[src/bios_word_packer.sv]
// ==============================
// BIOS word packer
// Joins halfword downloads into 32-bit
// BIOS write strobes
// ==============================
`timescale 1ns/1ns

module bios_word_packer #(
	parameter int BIOS_AW = 12 // BIOS word address width
) (
	input  logic               clk_sys,
	input  logic               rst_n,
	input  logic               bios_download,
	input  logic               ioctl_wr,
	input  logic [26:0]        ioctl_addr,
	input  logic [15:0]        ioctl_dout,
	output logic [BIOS_AW-1:0] bios_wraddr,
	output logic [31:0]        bios_wrdata,
	output logic               bios_wr
);

	logic take;
	assign take = bios_download & ioctl_wr;

	// Strobe on upper halfword only
	always_ff @(posedge clk_sys) begin
		if (!rst_n)
			bios_wr <= 1'b0;
		else
			bios_wr <= take & ioctl_addr[1];
	end

	always_ff @(posedge clk_sys) begin
		if (take) begin
			if (!ioctl_addr[1]) begin
				bios_wrdata[15:0] <= ioctl_dout; // Low half waits for its pair
			end else begin
				bios_wrdata[31:16] <= ioctl_dout;
				bios_wraddr        <= ioctl_addr[BIOS_AW+1:2]; // Byte to word address
			end
		end
	end

endmodule

[config.mk]
export PLATFORM = sky130hd
export DESIGN_NAME = bios_word_packer
export DESIGN_NICKNAME = d
export VERILOG_FILES = /design/src/bios_word_packer.sv
export SDC_FILE = /design/constraint.sdc
export NUM_CORES = 1
export LEC_CHECK = 0
export BUFFER_PORTS_ARGS = -buffer_cell sky130_fd_sc_hd__buf_2
export CORE_ASPECT_RATIO = 1.1
export CORE_MARGIN = 4
export CORE_UTILIZATION = 43
export CTS_CLUSTER_DIAMETER = 200
export DETAILED_ROUTE_END_ITERATION = 6
export PLACE_DENSITY = 0.88
export SETUP_SLACK_MARGIN = 0.4
export SLEW_MARGIN = 20
export SYNTH_ARGS = -nofsm -noshare
export SYNTH_HDL_FRONTEND = slang
export SYNTH_SLANG_ARGS = --single-unit
[constraint.sdc]
create_clock -name clk_sys -period 2 [get_ports clk_sys]
set_input_delay 0.4 -clock clk_sys [delete_from_list [all_inputs] [get_ports clk_sys]]
set_output_delay 0.4 -clock clk_sys [all_outputs]
set_load 0.02 [all_outputs]
==> flow_summary_export.csv <==
group,metric,value,unit
power_and_ir_drop,power_density,875,nW/µm²
route,m1WireLength,760,µm
min_path,hp-start,"ioctl_addr[6]",
synth,synth_cell_types,5,
power_and_ir_drop,irDropWorstVdd,0.594,mV
floorplanning,start_util,44.8,%
worst_setup_path,crit_required,1.60,ns
timing,worst_pin_slew,0.383,ns
floorplanning,die_area,4140,µm²
route,first_pass_iters,4,
clocking,root_buffer,"clkbuf_4",
timing,finalCritPeriodShare,65.2,%
layout,fillers,230,
route,num_vias,794,
layout,syn_to_final_growth,37.5,%
worst_setup_path,worstPathArrival,0.90,ns
layout,fin_nets,181,
grt,grt_antenna_before_repair,0,
route,highest_layer,"met4",
synth,synth-simple-area-share,1.83,%
layout,drive_gt1_share,64.4,%
grt,globalRoute.totalOverflow,0,
timing,rsz0062_at_grt,"no",
grt,grt_usage,13.3,%
synth,syn_nets,95,
worst_setup_path,crit_family,"flip-flops",
floorplanning,die_h,67.1,µm
power_and_ir_drop,power_leakage,0.770,nW
placed_design,portBuffers,77,
route,initialDrtViolationCount,33,
clocking,htreeDepth,2,
timing,setup-violations-final,0,
worst_setup_path,cp-start-kind,"register",
floorplanning,die_x,61.7,µm
synth,synthMuxAreaShare,0,%
synth,yosysWarnings,0,
clocking,cts_made_buffers,5,
route,drc,0,
grt,grt_max_degree,16,
synth,synth_compound_area_share,0,%
min_path,hold_path.class,"in -> reg",
synth,synth_fa_ha_area_share,0,%
clocking,post_cts_buffers,0,
synth,ys_seq_elements,45,
status,status,"finished, final reports clean",
min_path,worstHoldEndpoint,"bios_wraddr[4]$_DFFE_PP_",
synth,syn-cell-area,1370,µm²
layout,post-route-util,61.6,%
synth,netlist_instances,48,
flow_run,cap_violations,0,
worst_setup_path,cp_cell_sequence,"buf_2",
clocking,cts_resized,0,
clocking,cts_sinks,45,
power_and_ir_drop,p_total,0.00164,W
route,ant_nets,0,
worst_setup_path,cp_slowest_stage_delay,0.39,ns
route,met3_length,473,µm
synth,synth.top_cell.area_share,96.7,%
clocking,cts_tree,"built",
route,via_per_inst,4.70,
floorplanning,ios,92,
worst_setup_path,end_kind,"primary output",
synth,synth_area_leaders,"edfxtp_1, dfxtp_1, and3b_1",
route,wl,2540,µm
clocking,cts_buffer_depth,2,
clocking,ctsHoldBuffers,0,
synth,synth-xor-area-share,0,%
synth,yosysTopAreaCell,"edfxtp_1",
placed_design,gp_congestion,0.691,
layout,diodes,0,
floorplanning,rows,21,
synth,avgSynthCellArea,28.5,µm²
route,met2WireLength,1270,µm
timing,final-max-slew-violation-count,0,
timing,hold_viol,0,
worst_setup_path,crit_slowest_cell,"edfxtp_1",
timing,fin_setup_tns,0,ns
grt,grt_pass1_wl,3710,µm
synth,synth_top_family_by_area,"simple AND/OR/NAND/NOR gates",
route,routedWlPerCell,15.1,µm
worst_setup_path,crit_path_max_fanout,1,
worst_setup_path,worst-path-buf-inv,1,
synth,synth-seq-area-share,98.2,%
placed_design,hpwl,1990,µm
clocking,path_clk_slew,0.12,ns
floorplanning,core,3050,µm²
timing,fin_crit,1.30,ns
timing,fmaxAchievable,767,MHz
worst_setup_path,crit_type,"reg -> out",
timing,relSlewSlack,74.5,%
min_path,whs_path_depth,1,
grt,grt_pass1_vias,855,
## sequential cells by signal, summed over array words and instances, names as in the netlist
signal / cells
bios_wr: 1
bios_wraddr: 12
bios_wrdata: 32
## metrics by stage
stage          setup WS (ns)  instances  hold slack (ns)  area, µm²
2_1_floorplan          0.696         48            0.499       1370
3_3_place_gp           0.594        161            0.581       1820
3_5_place_dp           0.537        161            0.578       1820
4_1_cts                0.666        169            0.204       1880
5_1_grt                0.611        169            0.192       1880
6_report               0.696        169            0.225       1880
## kinds of logic after synthesis
group,after synthesis
flip-flops,45
AND/OR/NAND/NOR,3
## Yosys cell counts
| cell | n |
|---|---|
| dfxtp_1 | 1 |
| and3_2 | 1 |
| and4_1 | 1 |
| edfxtp_1 | 44 |
| and3b_1 | 1 |
## how the worst max path moves through the flow
stage / startpoint / end / depth (start not counted)
floorplan: ioctl_addr[1] / bios_wrdata[0]$_DFFE_PP_ / 1
global placement: bios_download / bios_wraddr[9]$_DFFE_PP_ / 3
detailed placement: bios_download / bios_wraddr[7]$_DFFE_PP_ / 3
CTS: bios_wrdata[23]$_DFFE_PP_ / bios_wrdata[23] / 1
global route: bios_wrdata[0]$_DFFE_PP_ / bios_wrdata[0] / 1
finish: bios_wrdata[23]$_DFFE_PP_ / bios_wrdata[23] / 1
## cell usage in the layout, fill, tap and decap left out, drive strengths merged
cell	n
dfxtp	1
and3	1
and3b	1
clkbuf	6
edfxtp	44
and4	1
buf	79
clkinvlp	2
## report_power, final
group	switching (W)	internal, W	leakage [nW]	total, W
Sequential	0.00000881	0.00108	0.412	0.00109
Clock	0.000266	0.000137	0.0245	0.000404
Combinational	0.0000953	0.0000543	0.334	0.000150
Total	0.000370	0.00127	0.770	0.00164
## routing by layer
metal / vias up / GRT usage, %
met5: - / 0
met4: 0 / 5.57
met3: 5 / 10.9
met2: 61 / 20.7
met1: 360 / 12.6
li1: 368 / -
## area by class of cell
type,instances,area (µm²),share of cell area (%)
Sequential cell,45,1340,71.4
Timing Repair Buffer,79,413,22.0
Tap cell,34,42.5,2.27
Clock buffer,6,41.3,2.20
Multi-Input combinational cell,3,25.0,1.33
Clock inverter,2,15.0,0.799
Power figures use the tool's default switching activity.
