File: config.mk
export PLATFORM = sky130hd
export DESIGN_NAME = save_size_tracker
export DESIGN_NICKNAME = d
export VERILOG_FILES = /design/src/gba_pkg.sv /design/src/save_size_tracker.sv
export SDC_FILE = /design/constraint.sdc
export NUM_CORES = 1
export LEC_CHECK = 0
export BUFFER_PORTS_ARGS = -buffer_cell sky130_fd_sc_hd__buf_2
export CAP_MARGIN = 15
export CORE_MARGIN = 1
export CORE_UTILIZATION = 40
export CTS_BUF_LIST = sky130_fd_sc_hd__clkbuf_16
export CTS_CLUSTER_DIAMETER = 100
export CTS_CLUSTER_SIZE = 40
export DETAILED_ROUTE_END_ITERATION = 16
export PLACE_DENSITY_LB_ADDON = 0.3
export REMOVE_ABC_BUFFERS = 1
export SYNTH_ARGS = -nofsm -noshare
export SYNTH_HDL_FRONTEND = slang
export SYNTH_SLANG_ARGS = --single-unit
File: constraint.sdc
create_clock -name clk_sys -period 3.5 [get_ports clk_sys]
set_input_delay 0.525 -clock clk_sys [delete_from_list [all_inputs] [get_ports clk_sys]]
set_output_delay 0.525 -clock clk_sys [all_outputs]
set_load 0.05 [all_outputs]
File: src/gba_pkg.sv
// ==============================
// GBA backup shared definitions
// Sector buffer sizing, save-size masks,
// flash signature and FSM state encodings
// ==============================
package gba_pkg;

	// Sector buffer, one SD block of 256 halfwords
	localparam int BUF_AW = 8;
	typedef logic [BUF_AW-1:0] buf_addr_t;

	// Block index / save-size count
	typedef logic [7:0] blk_t;

	// 1-Mbit flash marker embedded in the cartridge image
	localparam logic [71:0] FLASH_SIG = "FLASH1M_V";

	// Save-size OR masks, in 512-byte blocks minus one
	localparam blk_t SZ_EEPROM = 8'h0F; // 8 KB
	localparam blk_t SZ_SRAM   = 8'h3F; // 32 KB
	localparam blk_t SZ_FLASH  = 8'h7F; // 64 KB, bit 7 added for 1-Mbit parts

	// Backup sequencer step
	typedef enum logic [1:0] {PH_START, PH_WAIT, PH_FINISH} bk_phase_e;

	// Block transfer state
	typedef enum logic {XF_ISSUE, XF_WAIT} xfer_state_e;

endpackage
File: src/save_size_tracker.sv
// ==============================
// Save size tracker
// Save length from observed save types or a
// mounted image, plus the dirty flag
// ==============================
`timescale 1ns/1ns

module save_size_tracker
	import gba_pkg::*;
(
	input  logic        clk_sys,
	input  logic        rst_n,
	input  logic        cart_start,
	input  logic        flash_1m,
	input  logic        save_eeprom,
	input  logic        save_sram,
	input  logic        save_flash,
	input  logic        bus_req,
	input  logic        img_mounted,
	input  logic        img_readonly,
	input  logic [31:0] img_size,
	input  logic        bk_busy,
	output blk_t        save_sz,
	output logic        bk_ena,
	output logic        bk_pending
);

	logic use_img;        // Size fixed by a mounted image
	logic save_write;
	logic img_take;
	blk_t type_mask;

	assign save_write = bus_req & (save_eeprom | save_sram | save_flash);
	assign img_take   = img_mounted & (img_size != 32'd0) & ~img_readonly;

	// Union of masks for every save type active on this access
	assign type_mask = (save_eeprom ? SZ_EEPROM : '0) |
		(save_sram ? SZ_SRAM : '0) |
		(save_flash ? {flash_1m, SZ_FLASH[6:0]} : '0);

	always_ff @(posedge clk_sys) begin
		if (!rst_n) begin
			use_img    <= 1'b0;
			save_sz    <= '0;
			bk_ena     <= 1'b0;
			bk_pending <= 1'b0;
		end else begin
			if (cart_start) begin
				use_img <= 1'b0;
				save_sz <= '0;
			end else if (img_take) begin
				use_img <= 1'b1;
				save_sz <= img_size[16:9] - 8'd1; // 512-byte blocks, minus one
			end else if (bus_req & ~use_img) begin
				save_sz <= save_sz | type_mask;
			end

			bk_ena <= |save_sz;

			// Dirty flag
			if (save_write)   bk_pending <= 1'b1;
			else if (bk_busy) bk_pending <= 1'b0;
		end
	end

endmodule

==> impl_metrics.tcl, run 1 <==
set metrics [dict create \
    synthFlopType "dfxtp_1" \
    drc 0 \
    rows 14 \
    grt_pass1_vias 747 \
    cts_tree "yes" \
    hold_slack_ps 478 \
    fin_nets 173 \
    p_per_area_nw_per_um2 439 \
    die_y_um 42.3 \
    cts_setup_buffers 0 \
    synth.distinct_cells 31 \
    tightest_slew_ps 448 \
    grt_use_total 0.212 \
    period_minus_slack_ps 1730 \
    holdPathEnd "bk_pending$_SDFFE_PN0P_" \
    drive_gt1_frac 0.461 \
    worstHoldStart "bk_pending$_SDFFE_PN0P_" \
    yosysTopAreaCell "dfxtp_1" \
    vias 745 \
    synth_cells 74 \
    clock_latency_ps 240 \
    status "finished, final reports clean" \
    synth_top_area_share 0.338 \
    totalPowerFinal_w 0.000437 \
    hold_viol 0 \
    holdCritPathClass "register to register" \
    drv_cap 0 \
    irDropWorstVdd_uv 221 \
    grt_pass1_wl_um 2880 \
    synth-xor-area-share 0.0673 \
    reg2reg_to "save_sz[7]$_SDFFE_PP0P_" \
    setup_viol 0 \
    slowest_delay_ps 460 \
    overflow 0 \
    drt_iter0_markers 18 \
    final_common_cell "buf_2" \
    postRouteAntennaNets 0 \
    synth_top_family_by_area "simple AND/OR/NAND/NOR gates" \
    yosys_register_bits 11 \
    worstSetupPathType "primary input to register" \
    slowest_stage "o31a_1" \
    start_util 0.432 \
    die_area_um2 1790 \
    synth_fa_ha_area_frac 0.0192 \
    antenna_cells 0 \
    cp_num_buf_inv 1 \
    regToRegStartpoint "use_img$_SDFFE_PP0P_" \
    cts.sink_count 11 \
    clock-skew-final_ps 2.43 \
    yosys_warnings 0 \
    first_pass_iters 4 \
    grt_max_degree 11 \
    clock-root-buffer "clkbuf_16" \
    clk_pin_slew_ps 40 \
    die_x_um 42.3 \
    syn_to_final_growth_pct 52.9 \
    arrival_ps 1820 \
    synth-seq-area-share 0.338 \
    syn_area_um2 651 \
    worstHoldPathCells 2 \
    grt.met2_usage 0.360 \
    cts_resized 0 \
    clock.fmax_ghz 0.578 \
    routed_wl_um 1720 \
    maxSlewHeadroom 0.701 \
    io_pins 53 \
    layout_common_cells "buf_2, dfxtp_1, nor4_1, nor2_1" \
    synth_edf_count 0 \
    synth.area.mux_share 0 \
    setup_tns_ps 0 \
    regToRegSetupSlack_ps 2270 \
    cts_hold_buf 0 \
    cts.htree.levels 1 \
    slew_violations 0 \
    gp_congestion 0.754 \
    synth-simple-area-share 0.331 \
    critPathTopFamily "simple AND/OR/NAND/NOR gates" \
    synth_area_per_cell_um2 8.79 \
    cp.depth 6 \
    cp_cell_sequence "buf_2 > nor4_4 > nand2_1 > o31a_1 > nor3_1 > a211oi_1" \
    p_leak_nw 0.472 \
    rsz0062_at_grt "no" \
    period_share 0.494 \
    vias_per_cell 5.17 \
    design.core.area_um2 1510 \
    crit_path_end_kind "register" \
    required_ps 3590 \
    gr-max-usage-layer "met2" \
    final_util 0.660 \
    synth_area_leaders "dfxtp_1, nor4_1, nor3_1, a211oi_1, nor2_1" \
    cts_buffers 3 \
    use_met3 0.0603 \
    clockBufferDepth 2 \
    antenna_found_initial 0 \
    reg2reg_depth 4 \
    start_kind "primary input" \
    hpwl_um 1470 \
    synth_compound_area_frac 0.192 \
    met1_usage 0.232 \
    port-buffer-count 52 \
    path_max_fanout 10 \
    synthArstFlopShare 0 \
    wl_per_cell_um 11.9 \
]
==> through the flow <==
step / std cells / setup WS (ps) / area, um2
2_1_floorplan: 72 / 1790 / 636
3_3_place_gp: 140 / 1550 / 916
3_5_place_dp: 140 / 1510 / 916
4_1_cts: 144 / 1770 / 995
5_1_grt: 144 / 1620 / 995
6_report: 144 / 1770 / 995
==> power by group <==
group          internal [W]  leakage, nW  switching (W)
logic             0.0000380        0.339      0.0000590
clock network      0.000149       0.0423      0.0000519
registers          0.000134       0.0906     0.00000478
==> synth_stat cells (all sizes together), types with 2 or more instances <==
| master | count |
|---|---|
| a211oi | 4 |
| a21boi | 2 |
| a221oi | 3 |
| buf | 2 |
| dfxtp | 11 |
| inv | 5 |
| nand2 | 2 |
| nand2b | 3 |
| nand3 | 2 |
| nor2 | 8 |
| nor3 | 7 |
| nor4 | 8 |
| xnor2 | 2 |
| xor2 | 3 |
==> cell families (layout without fill, tap and decap cells) <==
group           after synthesis  count (layout)
xor+xnor                      5               5
fa+ha+maj                     1               1
buf+inv                       7              61
flops                        11              11
simple gates                 35              35
compound gates               15              15
==> registers in the layout (all words and copies together), names as in the netlist <==
name        cells
save_sz         8
bk_ena          1
bk_pending      1
use_img         1
==> layout make-up <==
type	instances	area, um2
fillers	139	512
repair buffers	52	260
multi-input cells	56	397
clock buffers	3	75.1
inverters	5	18.8
flip-flops and latches	11	220
clock inverters	1	3.75
well taps	16	20.0
==> worst reg2reg max path, cell delays in order, from the launching register on <==
cell,delay [ps]
dfxtp_1,350
and3b_1,210
a21oi_1,220
a22oi_1,100
o211a_1,240
==> metal layers <==
metal | vias to the layer above | wire length [um]
li1 | 389 | -
met1 | 325 | 731
met2 | 29 | 882
met3 | 2 | 89
met4 | 0 | 14
met5 | - | 0
==> worst max-delay path by stage <==
stage	slack, ps	endpoint	startpoint
after floorplan	1790	save_sz[4]$_SDFFE_PP0P_	img_size[5]
after global placement	1550	save_sz[5]$_SDFFE_PP0P_	img_size[5]
after detailed placement	1510	save_sz[6]$_SDFFE_PP0P_	img_size[11]
after CTS	1770	save_sz[5]$_SDFFE_PP0P_	img_size[9]
after global routing	1620	save_sz[3]$_SDFFE_PP0P_	img_readonly
final	1770	save_sz[5]$_SDFFE_PP0P_	img_size[9]
No activity file was read; power rests on OpenSTA's default activity.
==> run 2, diff against run 1 <==
--- a/config.mk
+++ b/config.mk
@@ -8,7 +8,7 @@
 export BUFFER_PORTS_ARGS = -buffer_cell sky130_fd_sc_hd__buf_2
 export CAP_MARGIN = 15
 export CORE_MARGIN = 1
-export CORE_UTILIZATION = 40
+export CORE_UTILIZATION = 34
 export CTS_BUF_LIST = sky130_fd_sc_hd__clkbuf_16
 export CTS_CLUSTER_DIAMETER = 100
 export CTS_CLUSTER_SIZE = 40
==> constraint.sdc (replaced) <==
create_clock -name clk_sys -period 1.5 [get_ports clk_sys]
set_input_delay 0.225 -clock clk_sys [delete_from_list [all_inputs] [get_ports clk_sys]]
set_output_delay 0.225 -clock clk_sys [all_outputs]
set_load 0.05 [all_outputs]
==> run 2 against run 1 <==
Net effect: critical path depth unchanged; non-clock buffer count up 10; clock power up 140%; critical path type unchanged; critical endpoint unchanged; largest cell class unchanged; highest routed layer unchanged.
==> impl_metrics.tcl, run 2 (synthesis results as in run 1) <==
set metrics [dict create \
    drc 0 \
    cts_setup_buffers 0 \
    rsz0062_at_grt "no" \
    io_pins 53 \
    die_x_um 45.7 \
    clock-root-buffer "clkbuf_16" \
    reg2reg_to "save_sz[7]$_SDFFE_PP0P_" \
    reg2reg_depth 4 \
    clock-skew-final_ps 2.02 \
    start_util 0.369 \
    totalPowerFinal_w 0.00104 \
    grt_max_degree 11 \
    worstHoldPathCells 3 \
    clk_pin_slew_ps 40 \
    overflow 0 \
    placed_area_um2 1000 \
    status "finished, final reports clean" \
    final_common_cell "buf_2" \
    tightest_slew_ps 369 \
    irDropWorstVdd_uv 406 \
    drive_gt1_frac 0.507 \
    internal_power_w 0.000764 \
    antenna_cells 0 \
    clock_latency_ps 240 \
    switchingPower_w 0.000276 \
    p_per_area_nw_per_um2 954 \
    period_minus_slack_ps 1380 \
    setup_tns_ps 0 \
    slew_violations 0 \
    timing.final.ws_setup_ps 123 \
    largest_reg_flops 8 \
    cts_tree "yes" \
    holdCritPathClass "primary input to register" \
    vias 773 \
    crit_path_end_kind "register" \
    hold_viol 0 \
    final_util 0.618 \
    place_ws_ps -173 \
    grt_pass1_wl_um 2870 \
    first_pass_iters 4 \
    worstHoldStart "bk_busy" \
    cts_buffers 3 \
    arrival_ps 1480 \
    wl_per_cell_um 11.0 \
    drv_cap 0 \
    vias_per_cell 4.74 \
    regToRegStartpoint "use_img$_SDFFE_PP0P_" \
    cts.htree.levels 1 \
    antenna_found_initial 0 \
    grt_pass1_vias 726 \
    die_area_um2 2090 \
    grt_use_total 0.196 \
    p_clk_frac 0.456 \
    die_y_um 45.7 \
    design_area_um2 1090 \
    layout_common_cells "buf_2, dfxtp_1, buf_4" \
    power_frac_comb 0.233 \
    p_sw_frac 0.265 \
    regToRegSetupSlack_ps 290 \
    p_seq_frac 0.310 \
    clock.fmax_ghz 0.726 \
    path_max_fanout 10 \
    setup_viol 0 \
    required_ps 1610 \
    period_share 0.918 \
    routed_wl_um 1800 \
    maxSlewHeadroom 0.754 \
    port-buffer-count 52 \
    postRouteAntennaNets 0 \
    cts.sink_count 11 \
    regMostFlops "save_sz" \
    hpwl_um 1530 \
    syn_to_final_growth_pct 67.5 \
    start_kind "primary input" \
    p_leak_nw 0.531 \
    worstSetupPathType "primary input to register" \
    fin_nets 183 \
    design.core.area_um2 1760 \
    drt_iter0_markers 10 \
    clockBufferDepth 2 \
    rows 15 \
    gp_congestion 0.747 \
    holdPathEnd "bk_pending$_SDFFE_PN0P_" \
]
-- run 2: worst max path at each step --
stage                            start                 endpoint  slack [ps]  depth (start not counted)
after global placement     img_size[5]  save_sz[5]$_SDFFE_PP0P_        -130                          6
after global routing      img_size[19]  save_sz[4]$_SDFFE_PP0P_          10                          6
after CTS                  img_size[8]  save_sz[6]$_SDFFE_PP0P_          70                          6
after detailed placement   img_size[8]  save_sz[6]$_SDFFE_PP0P_        -170                          6
after floorplan            img_size[5]  save_sz[6]$_SDFFE_PP0P_          90                          5
final                      img_size[5]  save_sz[5]$_SDFFE_PP0P_         120                          6
-- run 2: cell type report --
| class | count | area, um2 |
|---|---|---|
| Fill cell | 179 | 674 |
| Sequential cell | 11 | 220 |
| Inverter | 5 | 18.8 |
| Clock buffer | 3 | 75.1 |
| Clock inverter | 1 | 3.75 |
| Timing Repair Buffer | 62 | 335 |
| Multi-Input combinational cell | 56 | 405 |
| Tap cell | 25 | 31.3 |
-- run 2: critical path, cell delays in order --
cell,delay (ps)
buf_2,100
nor4_1,270
nand4_1,180
o31a_4,420
nor3_1,220
a211oi_1,70
-- run 2: repair_timing --
item                                   4_1_cts  5_1_grt
resized for setup                            0        2
endpoints found under the hold margin        0        0
hold buffers                                 0        0
setup endpoints to repair                    0        4
-- run 2: layer usage --
metal	wire (um)	GRT usage	part of all wire	vias up
met2	928	0.326	0.52	23
met4	48	0.106	0.027	0
met3	72	0.0476	0.040	5
met5	0	0	0	-
li1	-	-	-	405
met1	747	0.230	0.42	340
-- run 2: metrics by stage --
step | hold WS, ps | std cells
floorplan | 337 | 72
global placement | 462 | 159
detailed placement | 469 | 159
CTS | 257 | 163
global route | 260 | 163
finish | 255 | 163
-- run 2: power by group through the flow --
stage	Sequential [W]	Clock, W	Combinational (W)
floorplan	0.000387	0	0.0000714
global placement	0.000328	0	0.000236
detailed placement	0.000328	0	0.000242
CTS	0.000323	0.000482	0.000242
global route	0.000325	0.000498	0.000262
finish	0.000323	0.000474	0.000242
