<file path="config.mk">
export PLATFORM = sky130hd
export DESIGN_NAME = cart_download_monitor
export DESIGN_NICKNAME = d
export VERILOG_FILES = /design/src/gba_pkg.sv /design/src/cart_download_monitor.sv
export SDC_FILE = /design/constraint.sdc
export NUM_CORES = 1
export LEC_CHECK = 0
export BUFFER_PORTS_ARGS = -buffer_cell sky130_fd_sc_hd__buf_2
export CORE_ASPECT_RATIO = 0.8
export CORE_MARGIN = 2
export CORE_UTILIZATION = 47
export CTS_CLUSTER_SIZE = 14
export DETAILED_ROUTE_END_ITERATION = 8
export GPL_TIMING_DRIVEN = 1
export PLACE_DENSITY = 0.75
export SLEW_MARGIN = 10
export SYNTH_ARGS = -nofsm -noshare
export SYNTH_HDL_FRONTEND = slang
export SYNTH_SLANG_ARGS = --single-unit
</file>
<file path="constraint.sdc">
create_clock -name clk_sys -period 2.5 [get_ports clk_sys]
set_input_delay 0.375 -clock clk_sys [delete_from_list [all_inputs] [get_ports clk_sys]]
set_output_delay 0.375 -clock clk_sys [all_outputs]
set_load 0.01 [all_outputs]
</file>
<file path="src/gba_pkg.sv">
// ==============================
// GBA backup shared definitions
// Sector buffer sizing, save-size masks,
// flash signature and FSM state encodings
// ==============================
package gba_pkg;

	// Sector buffer, one SD block of 256 halfwords
	localparam int BUF_AW = 8;
	typedef logic [BUF_AW-1:0] buf_addr_t;

	// Block index / save-size count
	typedef logic [7:0] blk_t;

	// 1-Mbit flash marker embedded in the cartridge image
	localparam logic [71:0] FLASH_SIG = "FLASH1M_V";

	// Save-size OR masks, in 512-byte blocks minus one
	localparam blk_t SZ_EEPROM = 8'h0F; // 8 KB
	localparam blk_t SZ_SRAM   = 8'h3F; // 32 KB
	localparam blk_t SZ_FLASH  = 8'h7F; // 64 KB, bit 7 added for 1-Mbit parts

	// Backup sequencer step
	typedef enum logic [1:0] {PH_START, PH_WAIT, PH_FINISH} bk_phase_e;

	// Block transfer state
	typedef enum logic {XF_ISSUE, XF_WAIT} xfer_state_e;

endpackage
</file>
<file path="src/cart_download_monitor.sv">
// ==============================
// Cartridge download monitor
// Sorts downloads into BIOS / cartridge,
// captures last address, finds flash marker
// ==============================
`timescale 1ns/1ns

module cart_download_monitor
	import gba_pkg::*;
(
	input  logic        clk_sys,
	input  logic        rst_n,
	input  logic        ioctl_download,
	input  logic [7:0]  ioctl_index,
	input  logic [26:0] ioctl_addr,
	input  logic [15:0] ioctl_dout,
	input  logic        ioctl_wr,
	output logic        bios_download,
	output logic        cart_download,
	output logic        cart_start,    // One cycle at start of cart stream
	output logic [26:0] last_addr,
	output logic        flash_1m
);

	logic        old_cart;          // Delayed cart_download for edges
	logic        cart_end;
	logic [63:0] hist_lo;           // Bytes taken low byte first
	logic [63:0] hist_hi;           // Bytes taken high byte first
	logic        sig_hit;
	logic [7:0]  b_lo, b_hi;

	assign b_lo       = ioctl_dout[7:0];
	assign b_hi       = ioctl_dout[15:8];
	assign cart_start = cart_download & ~old_cart;
	assign cart_end   = old_cart & ~cart_download;

	// Marker may end on either byte of the halfword, in either byte order
	assign sig_hit = ({hist_lo, b_lo} == FLASH_SIG) |
		({hist_lo[55:0], b_lo, b_hi} == FLASH_SIG) |
		({hist_hi, b_hi} == FLASH_SIG) |
		({hist_hi[55:0], b_hi, b_lo} == FLASH_SIG);

	// ==============================
	// Download class and flash flag
	// ==============================
	always_ff @(posedge clk_sys) begin
		if (!rst_n) begin
			bios_download <= 1'b0;
			cart_download <= 1'b0;
			old_cart      <= 1'b0;
			flash_1m      <= 1'b0;
		end else begin
			bios_download <= ioctl_download & (ioctl_index == 8'd0);
			cart_download <= ioctl_download & |ioctl_index & ~&ioctl_index; // 1..254
			old_cart      <= cart_download;
			if (cart_start)
				flash_1m <= 1'b0;
			else if (cart_download & ioctl_wr & sig_hit)
				flash_1m <= 1'b1;
		end
	end

	// Byte history and end address, payload only
	always_ff @(posedge clk_sys) begin
		if (cart_download & ioctl_wr) begin
			hist_lo <= {hist_lo[47:0], b_lo, b_hi};
			hist_hi <= {hist_hi[47:0], b_hi, b_lo};
		end
		if (cart_end) last_addr <= ioctl_addr; // Address still holds final write
	end

endmodule

</file>
==> metrics.md, run 1 <==
| Metric | Value |
|---|---|
| Status | `finished clean` |
| Post-Route Skew | `~6.6 ps` |
| Power per cell area | `730.0 mW/mm^2` |
| Cell area after synthesis | `between 0.003 and 0.004 sq mm` |
| Post-CTS resize count | `0` |
| Setup TNS | `0 ps` |
| Share of layout cells above drive strength 1 | `between 40% and 50%` |
| Die Span Y | `79.13 um` |
| Unrepaired setup endpoints after global routing | `false` |
| CP Capture Type | `register` |
| Final period utilization | `around 80%` |
| Starting DRT DRC Count | `between 100 and 150` |
| Worst hold path type | `in -> reg` |
| DRC Markers | `0` |
| Vias | `1914` |
| Slew @ Worst Pin | `roughly 400 ps` |
| Seq pwr share | `between 60% and 70%` |
| Fin nets | `about 320` |
| Max incr delay on CP | `~550 ps` |
| Syn Nets | `roughly 220` |
| Final slew viol count | `0` |
| Final worst slack | `between 400 and 500 ps` |
| Crit Path Class | `reg -> reg` |
| CTS H-tree lvls | `3` |
| Largest net degree at the start of global routing | `33` |
| Crit-path max FO | `3` |
| Setup bufs post-CTS | `0` |
| Vias in the first global route | `approximately 1900` |
| CORE AREA | `about 0.007 sq mm` |
| DP HPWL | `~4500 um` |
| Switch Pwr | `between 0.5 and 0.6 mW` |
| Num CTS Buffers | `9` |
| Critical path's most frequent cell | `o211ai_1` |
| Sequential area share after synthesis | `a little over four fifths` |
| Crit path DAT | `around 2300 ps` |
| Ant diodes | `0` |
| Post-synthesis cell type count | `26` |
| Post-Place Worst Slack | `roughly 530 ps` |
| R2R setup slack | `between 400 and 500 ps` |
| Worst-path clk slew | `approximately 90 ps` |
| Hold EP | `last_addr[19]` |
| Max Clock Freq | `~500 MHz` |
| Synth Register Bits | `95` |
| Cell count after synthesis | `approximately 160` |
| Worst r2r dst | `flash_1m` |
| Max_cap viols | `0` |
| Power, Total | `2.988 mW` |
| RR Startpoint | `hist_lo[7]` |
| Power share of the combinational group | `3.5%` |
| Detailed Route WL | `~6100 um` |
| CTS Hold Bufs | `0` |
| Rel. slew slack | `~73%` |
| YS warnings | `0` |
| Minimum clock period after layout | `between 2000 and 2500 ps` |
| Clock Power Share | `between 30% and 40%` |
| Initial DRT Pass Iterations | `4` |
| Root Buffer Master | `clkbuf_8` |
| Die X | `just under 100 um` |
| Rows | `27` |
| First-pass GRT wire length | `9735 um` |
| Endpoints failing hold | `0` |
| GRT Util Overall | `between 10% and 20%` |
| Initial antenna violation count | `0` |
| Synthesized area per cell | `just over 20 sq um` |
| Worst Min Path Start | `ioctl_addr[19]` |
| CP max stage cell | `or4_1` |
| Total grt overflow | `0` |
| Synth top area cells | `edfxtp_1 (82%), dfxtp_1 (2.4%), nor4b_1 (1.8%)` |
| Final core occ | `around three fifths` |
| Leakage | `1.439 nW` |
| Number of I/O port buffers | `85` |
| Die area | `approximately 0.0077 sq mm` |
| Clock insertion delay at the later pin of the skew report | `350 ps` |
| Commonest non-fill, non-tap cells in the layout | `edfxtp_1 (91), buf_2 (85), clkbuf_8 (10)` |
| Yosys top cell by area | `edfxtp_1` |
| CTS Buffer Depth | `2` |
| Total clock sinks | `95` |
| WL/cell | `~17 um` |
| Remaining antenna violation count | `0` |
| Initial Util | `48.35%` |
| GPL Wtd Cong | `0.9112` |
| Internal power | `about 2.4 mW` |
| Worst Path Required | `between 2000 and 3000 ps` |
| Worst path bufs/invs | `0` |
| CTS tree | `yes` |
| Critical path startpoint category | `register` |
| Worst-case reg-to-reg path depth | `5` |
| P&R area growth vs syn | `23.47%` |
| CP top delay family | `simple AND/OR/NAND/NOR gates` |
| Io pins | `86` |
| Max IR drop VDD | `just over 0.4 mV` |
| Via/cell ratio | `~5.4` |
| Most common cell after layout, fill and taps aside | `edfxtp_1` |
| Final setup violation count | `0` |
| CP Cell Sequence | `or4b_1 > or4_1 > nor4_2 > o211ai_1 > o211ai_1` |
| Top-area cell type share of the netlist area | `82.42%` |
| Hold path depth | `1` |
| Switching Fraction | `around a fifth` |
-- worst reg2reg max path, delay by kind of cell (launching register included) --
family	cells	cell delay, ps
simple gates	3	1250
flops	1	420
compound gates	2	260
-- flip-flops by register name (all words and copies together), names as in the netlist --
name,cells
hist_lo,63
last_addr,27
bios_download,1
cart_download,1
flash_1m,1
hist_hi,1
old_cart,1
-- stage by stage --
stage	instances	area, sq um	hold WS, ps
after floorplan	164	3317	416.6
after global placement	339	3876	423.2
after detailed placement	339	3876	430.2
after CTS	355	4094	172.6
after global routing	355	4094	156.7
final	355	4094	195.9
-- routing by layer --
| metal | GRT usage [%] | up-vias | routed length, um |
|---|---|---|---|
| li1 | - | 885 | - |
| met1 | 22.78 | 904 | 2720 |
| met2 | 24.32 | 117 | 2599 |
| met3 | 8.011 | 8 | 741 |
| met4 | 4.583 | 0 | 68 |
| met5 | 0 | - | 0 |
-- synthesized netlist by cell type --
cell type and instances:
o211ai_1 3, nand3b_1 5, and2_1 2, nand4_1 7, nor4b_1 7, nand3_1 1, and4b_1 3, dfxtp_1 4
and4bb_2 2, or4_2 1, and3_1 1, or4bb_1 1, nor4_2 1, or4b_1 3, nor4_1 7, or4_1 1
edfxtp_1 91, nand3b_2 1, nor4bb_1 2, nor2_1 3, or4b_2 1, nor2b_1 4, nor3b_1 1, nor3_1 4
nand2_1 6, nand4b_1 2
-- how the worst max path moves through the flow --
stage / slack (ps) / to / depth (start not counted) / start
global placement: 600 / flash_1m / 5 / hist_lo[7]
floorplan: 460 / flash_1m / 5 / cart_download
finish: 500 / flash_1m / 5 / hist_lo[7]
detailed placement: 530 / flash_1m / 5 / hist_lo[7]
CTS: 490 / flash_1m / 5 / hist_lo[7]
global route: 430 / flash_1m / 5 / hist_lo[7]
-- kinds of logic after synthesis --
family,Yosys count,synth area share (%)
simple gates,66,14.49
flops,95,84.83
compound gates,3,0.6792
-- layout make-up --
type	instances	area, sq um
Timing Repair Buffer	88	447.9
Fill cell	502	2764
Tap cell	87	108.9
Multi-Input combinational cell	69	506.7
Sequential cell	95	2813
Clock inverter	3	68.82
Clock buffer	13	148.9
-- power groups by stage --
stage	sequential, mW	clock [mW]	combinational, mW
after floorplan	1.84	0	0.0296
after global placement	1.84	0	0.103
after detailed placement	1.84	0	0.108
after CTS	1.80	1.11	0.107
after global routing	1.81	1.18	0.117
final	1.80	1.08	0.105
Power figures use the tool's default switching activity.
==> run 2: changes to the inputs <==
--- a/config.mk
+++ b/config.mk
@@ -8,11 +8,11 @@
 export BUFFER_PORTS_ARGS = -buffer_cell sky130_fd_sc_hd__buf_2
 export CORE_ASPECT_RATIO = 0.8
 export CORE_MARGIN = 2
-export CORE_UTILIZATION = 47
+export CORE_UTILIZATION = 52
 export CTS_CLUSTER_SIZE = 14
 export DETAILED_ROUTE_END_ITERATION = 8
 export GPL_TIMING_DRIVEN = 1
-export PLACE_DENSITY = 0.75
+export PLACE_DENSITY = 0.79
 export SLEW_MARGIN = 10
 export SYNTH_ARGS = -nofsm -noshare
 export SYNTH_HDL_FRONTEND = slang
==> constraint.sdc (replaced) <==
create_clock -name clk_sys -period 2 [get_ports clk_sys]
set_input_delay 0.3 -clock clk_sys [delete_from_list [all_inputs] [get_ports clk_sys]]
set_output_delay 0.3 -clock clk_sys [all_outputs]
set_load 0.01 [all_outputs]
==> run 2 against run 1 <==
Effect of this change: worst hold slack worse by 77 ps; sequential share of layout area up 0.063 points; die area down 9.2%; non-clock buffer count up 2; routed wire length down 2.3%; total power up 20%; global-route usage up 1.3 points; utilization up 8.1 points; flip-flop and latch count unchanged; final cell count down 1.1%; clock-buffer cell count down 3; worst setup slack worse by 410 ps.
==> metrics.md, run 2 (synthesis results as in run 1) <==
| Metric | Value |
|---|---|
| Num CTS Buffers | `9` |
| R2R setup slack | `90 ps` |
| Vias in the first global route | `around 1900` |
| Placed cell area | `approximately 0.0039 sq mm` |
| Max Clock Freq | `522.5 MHz` |
| Worst r2r dst | `flash_1m` |
| Rel. slew slack | `71.84%` |
| Critical path's most frequent cell | `o211ai_1` |
| WL/cell | `between 15 and 20 um` |
| Unrepaired setup endpoints after global routing | `true` |
| CORE AREA | `about 0.0060 sq mm` |
| Final setup violation count | `0` |
| Final Cell Area | `about 0.0041 sq mm` |
| Initial DRT Pass Iterations | `4` |
| Fillers | `392` |
| CP Capture Type | `register` |
| First-pass GRT wire length | `about 9000 um` |
| Final slew viol count | `0` |
| Slew @ Worst Pin | `approximately 420 ps` |
| Die X | `93.28 um` |
| Crit-path max FO | `2` |
| Max_cap viols | `0` |
| Via/cell ratio | `5.407` |
| Crit path DAT | `~2200 ps` |
| Max incr delay on CP | `between 500 and 600 ps` |
| GPL Wtd Cong | `0.8675` |
| GRT Util Overall | `a little under a fifth` |
| Post-Route Skew | `around 7.4 ps` |
| Worst-case reg-to-reg path depth | `5` |
| CP Cell Sequence | `or4b_4 > or4_4 > nor4_4 > o211ai_1 > o211ai_1` |
| Die Span Y | `~75 um` |
| Largest register FFs | `63` |
| Hold EP | `last_addr[6]` |
| Total clock sinks | `95` |
| CP max stage cell | `or4b_4` |
| CTS tree | `yes` |
| Power, Total | `approximately 3.6 mW` |
| Io pins | `86` |
| CTS H-tree lvls | `3` |
| Status | `finished clean` |
| Ant diodes | `0` |
| Clock insertion delay at the later pin of the skew report | `350 ps` |
| Crit Path Class | `reg -> reg` |
| Hold path depth | `1` |
| Vias | `~1900` |
| DRC Markers | `0` |
| Commonest non-fill, non-tap cells in the layout | `edfxtp_1 (91), buf_2 (85), clkbuf_8 (9)` |
| Worst hold path type | `in -> reg` |
| CTS Buffer Depth | `2` |
| Root Buffer Master | `clkbuf_8` |
| Power per cell area | `874.2 mW/mm^2` |
| Endpoints failing hold | `0` |
| Minimum clock period after layout | `~1900 ps` |
| Worst Path Required | `2280 ps` |
| Largest register by flop count | `hist_lo` |
| Max IR drop VDD | `approximately 0.57 mV` |
| P&R area growth vs syn | `23.36%` |
| Most common cell after layout, fill and taps aside | `edfxtp_1` |
| Worst-path clk slew | `90 ps` |
| Critical path startpoint category | `register` |
| Remaining antenna violation count | `0` |
| Detailed Route WL | `5987 um` |
| Initial antenna violation count | `0` |
| Rows | `25` |
| Final period utilization | `between 90 and 100%` |
| DP HPWL | `approximately 4400 um` |
| Worst Min Path Start | `ioctl_addr[6]` |
| Share of layout cells above drive strength 1 | `42.22%` |
| Leakage | `between 1 and 1.5 nW` |
| Starting DRT DRC Count | `approximately 160` |
| Initial Util | `around 55%` |
| RR Startpoint | `hist_lo[6]` |
| Die area | `0.007035 sq mm` |
| Fin nets | `320` |
| Largest net degree at the start of global routing | `33` |
| Number of I/O port buffers | `85` |
| Total grt overflow | `0` |
| CTS Hold Bufs | `0` |
| Biggest regs | `hist_lo x63, last_addr x27` |
-- run 2: cell types whose count changed in the layout (fill, tap and decap cells not counted), sizes merged --
cell	change
buf	+2
clkinv	+1
clkinvlp	+3
clkbuf	-3
bufinv	-1
-- run 2: critical path, delay by kind of cell (launching register included) --
family,cells,cell delay (ps)
flip-flops,1,400
AND/OR/NAND/NOR,3,1250
AO/OA/AOI/OAI,2,200
-- run 2: timing repair --
| action | 4_1_cts | 5_1_grt |
|---|---|---|
| buffers inserted | 0 | 2 |
| resized for setup | 0 | 3 |
| endpoints found under the setup margin | 0 | 1 |
-- run 2: how the worst max path moves through the flow --
stage	from	to	slack, ps
after global routing	hist_lo[6]	flash_1m	-20
after CTS	hist_lo[7]	flash_1m	60
after floorplan	hist_lo[7]	flash_1m	190
after detailed placement	hist_lo[7]	flash_1m	70
final	hist_lo[6]	flash_1m	90
after global placement	hist_lo[7]	flash_1m	110
-- run 2: area by class of cell --
class / instances / area, sq um / share of cell area [%]
sequential: 95 / 2813 / 68.77
multi-input combinational: 69 / 524.3 / 12.82
timing repair buffer: 90 / 462.9 / 11.32
clock buffer: 10 / 127.6 / 3.120
tap: 81 / 101.3 / 2.478
clock inverter: 6 / 61.31 / 1.499
-- run 2: power breakdown --
part	switching, mW	total (mW)	internal, mW
logic	0.0708	0.135	0.0644
registers	0.0249	2.25	2.23
clock network	0.615	1.19	0.571
-- run 2: through the flow --
step / setup TNS [ps] / cells / setup WS, ps / hold WS [ps] / util, %
floorplan: 0 / 164 / 193.1 / 398.9 / -
global placement: 0 / 333 / 110.3 / 422.5 / 64.10
detailed placement: 0 / 333 / 72.55 / 433.4 / 64.10
CTS: 0 / 349 / 56.36 / 99.40 / 67.23
global route: -23.37 / 351 / -23.37 / 92.38 / 67.75
finish: 0 / 351 / 86.03 / 118.6 / 67.75
-- run 2: layer usage --
metal / global-route usage [%] / vias to the layer above / wire [um]
met5: 0 / - / 0
met4: 7.026 / 0 / 70
met3: 8.506 / 6 / 623
met2: 26.38 / 99 / 2734
met1: 23.91 / 902 / 2558
li1: - / 891 / -
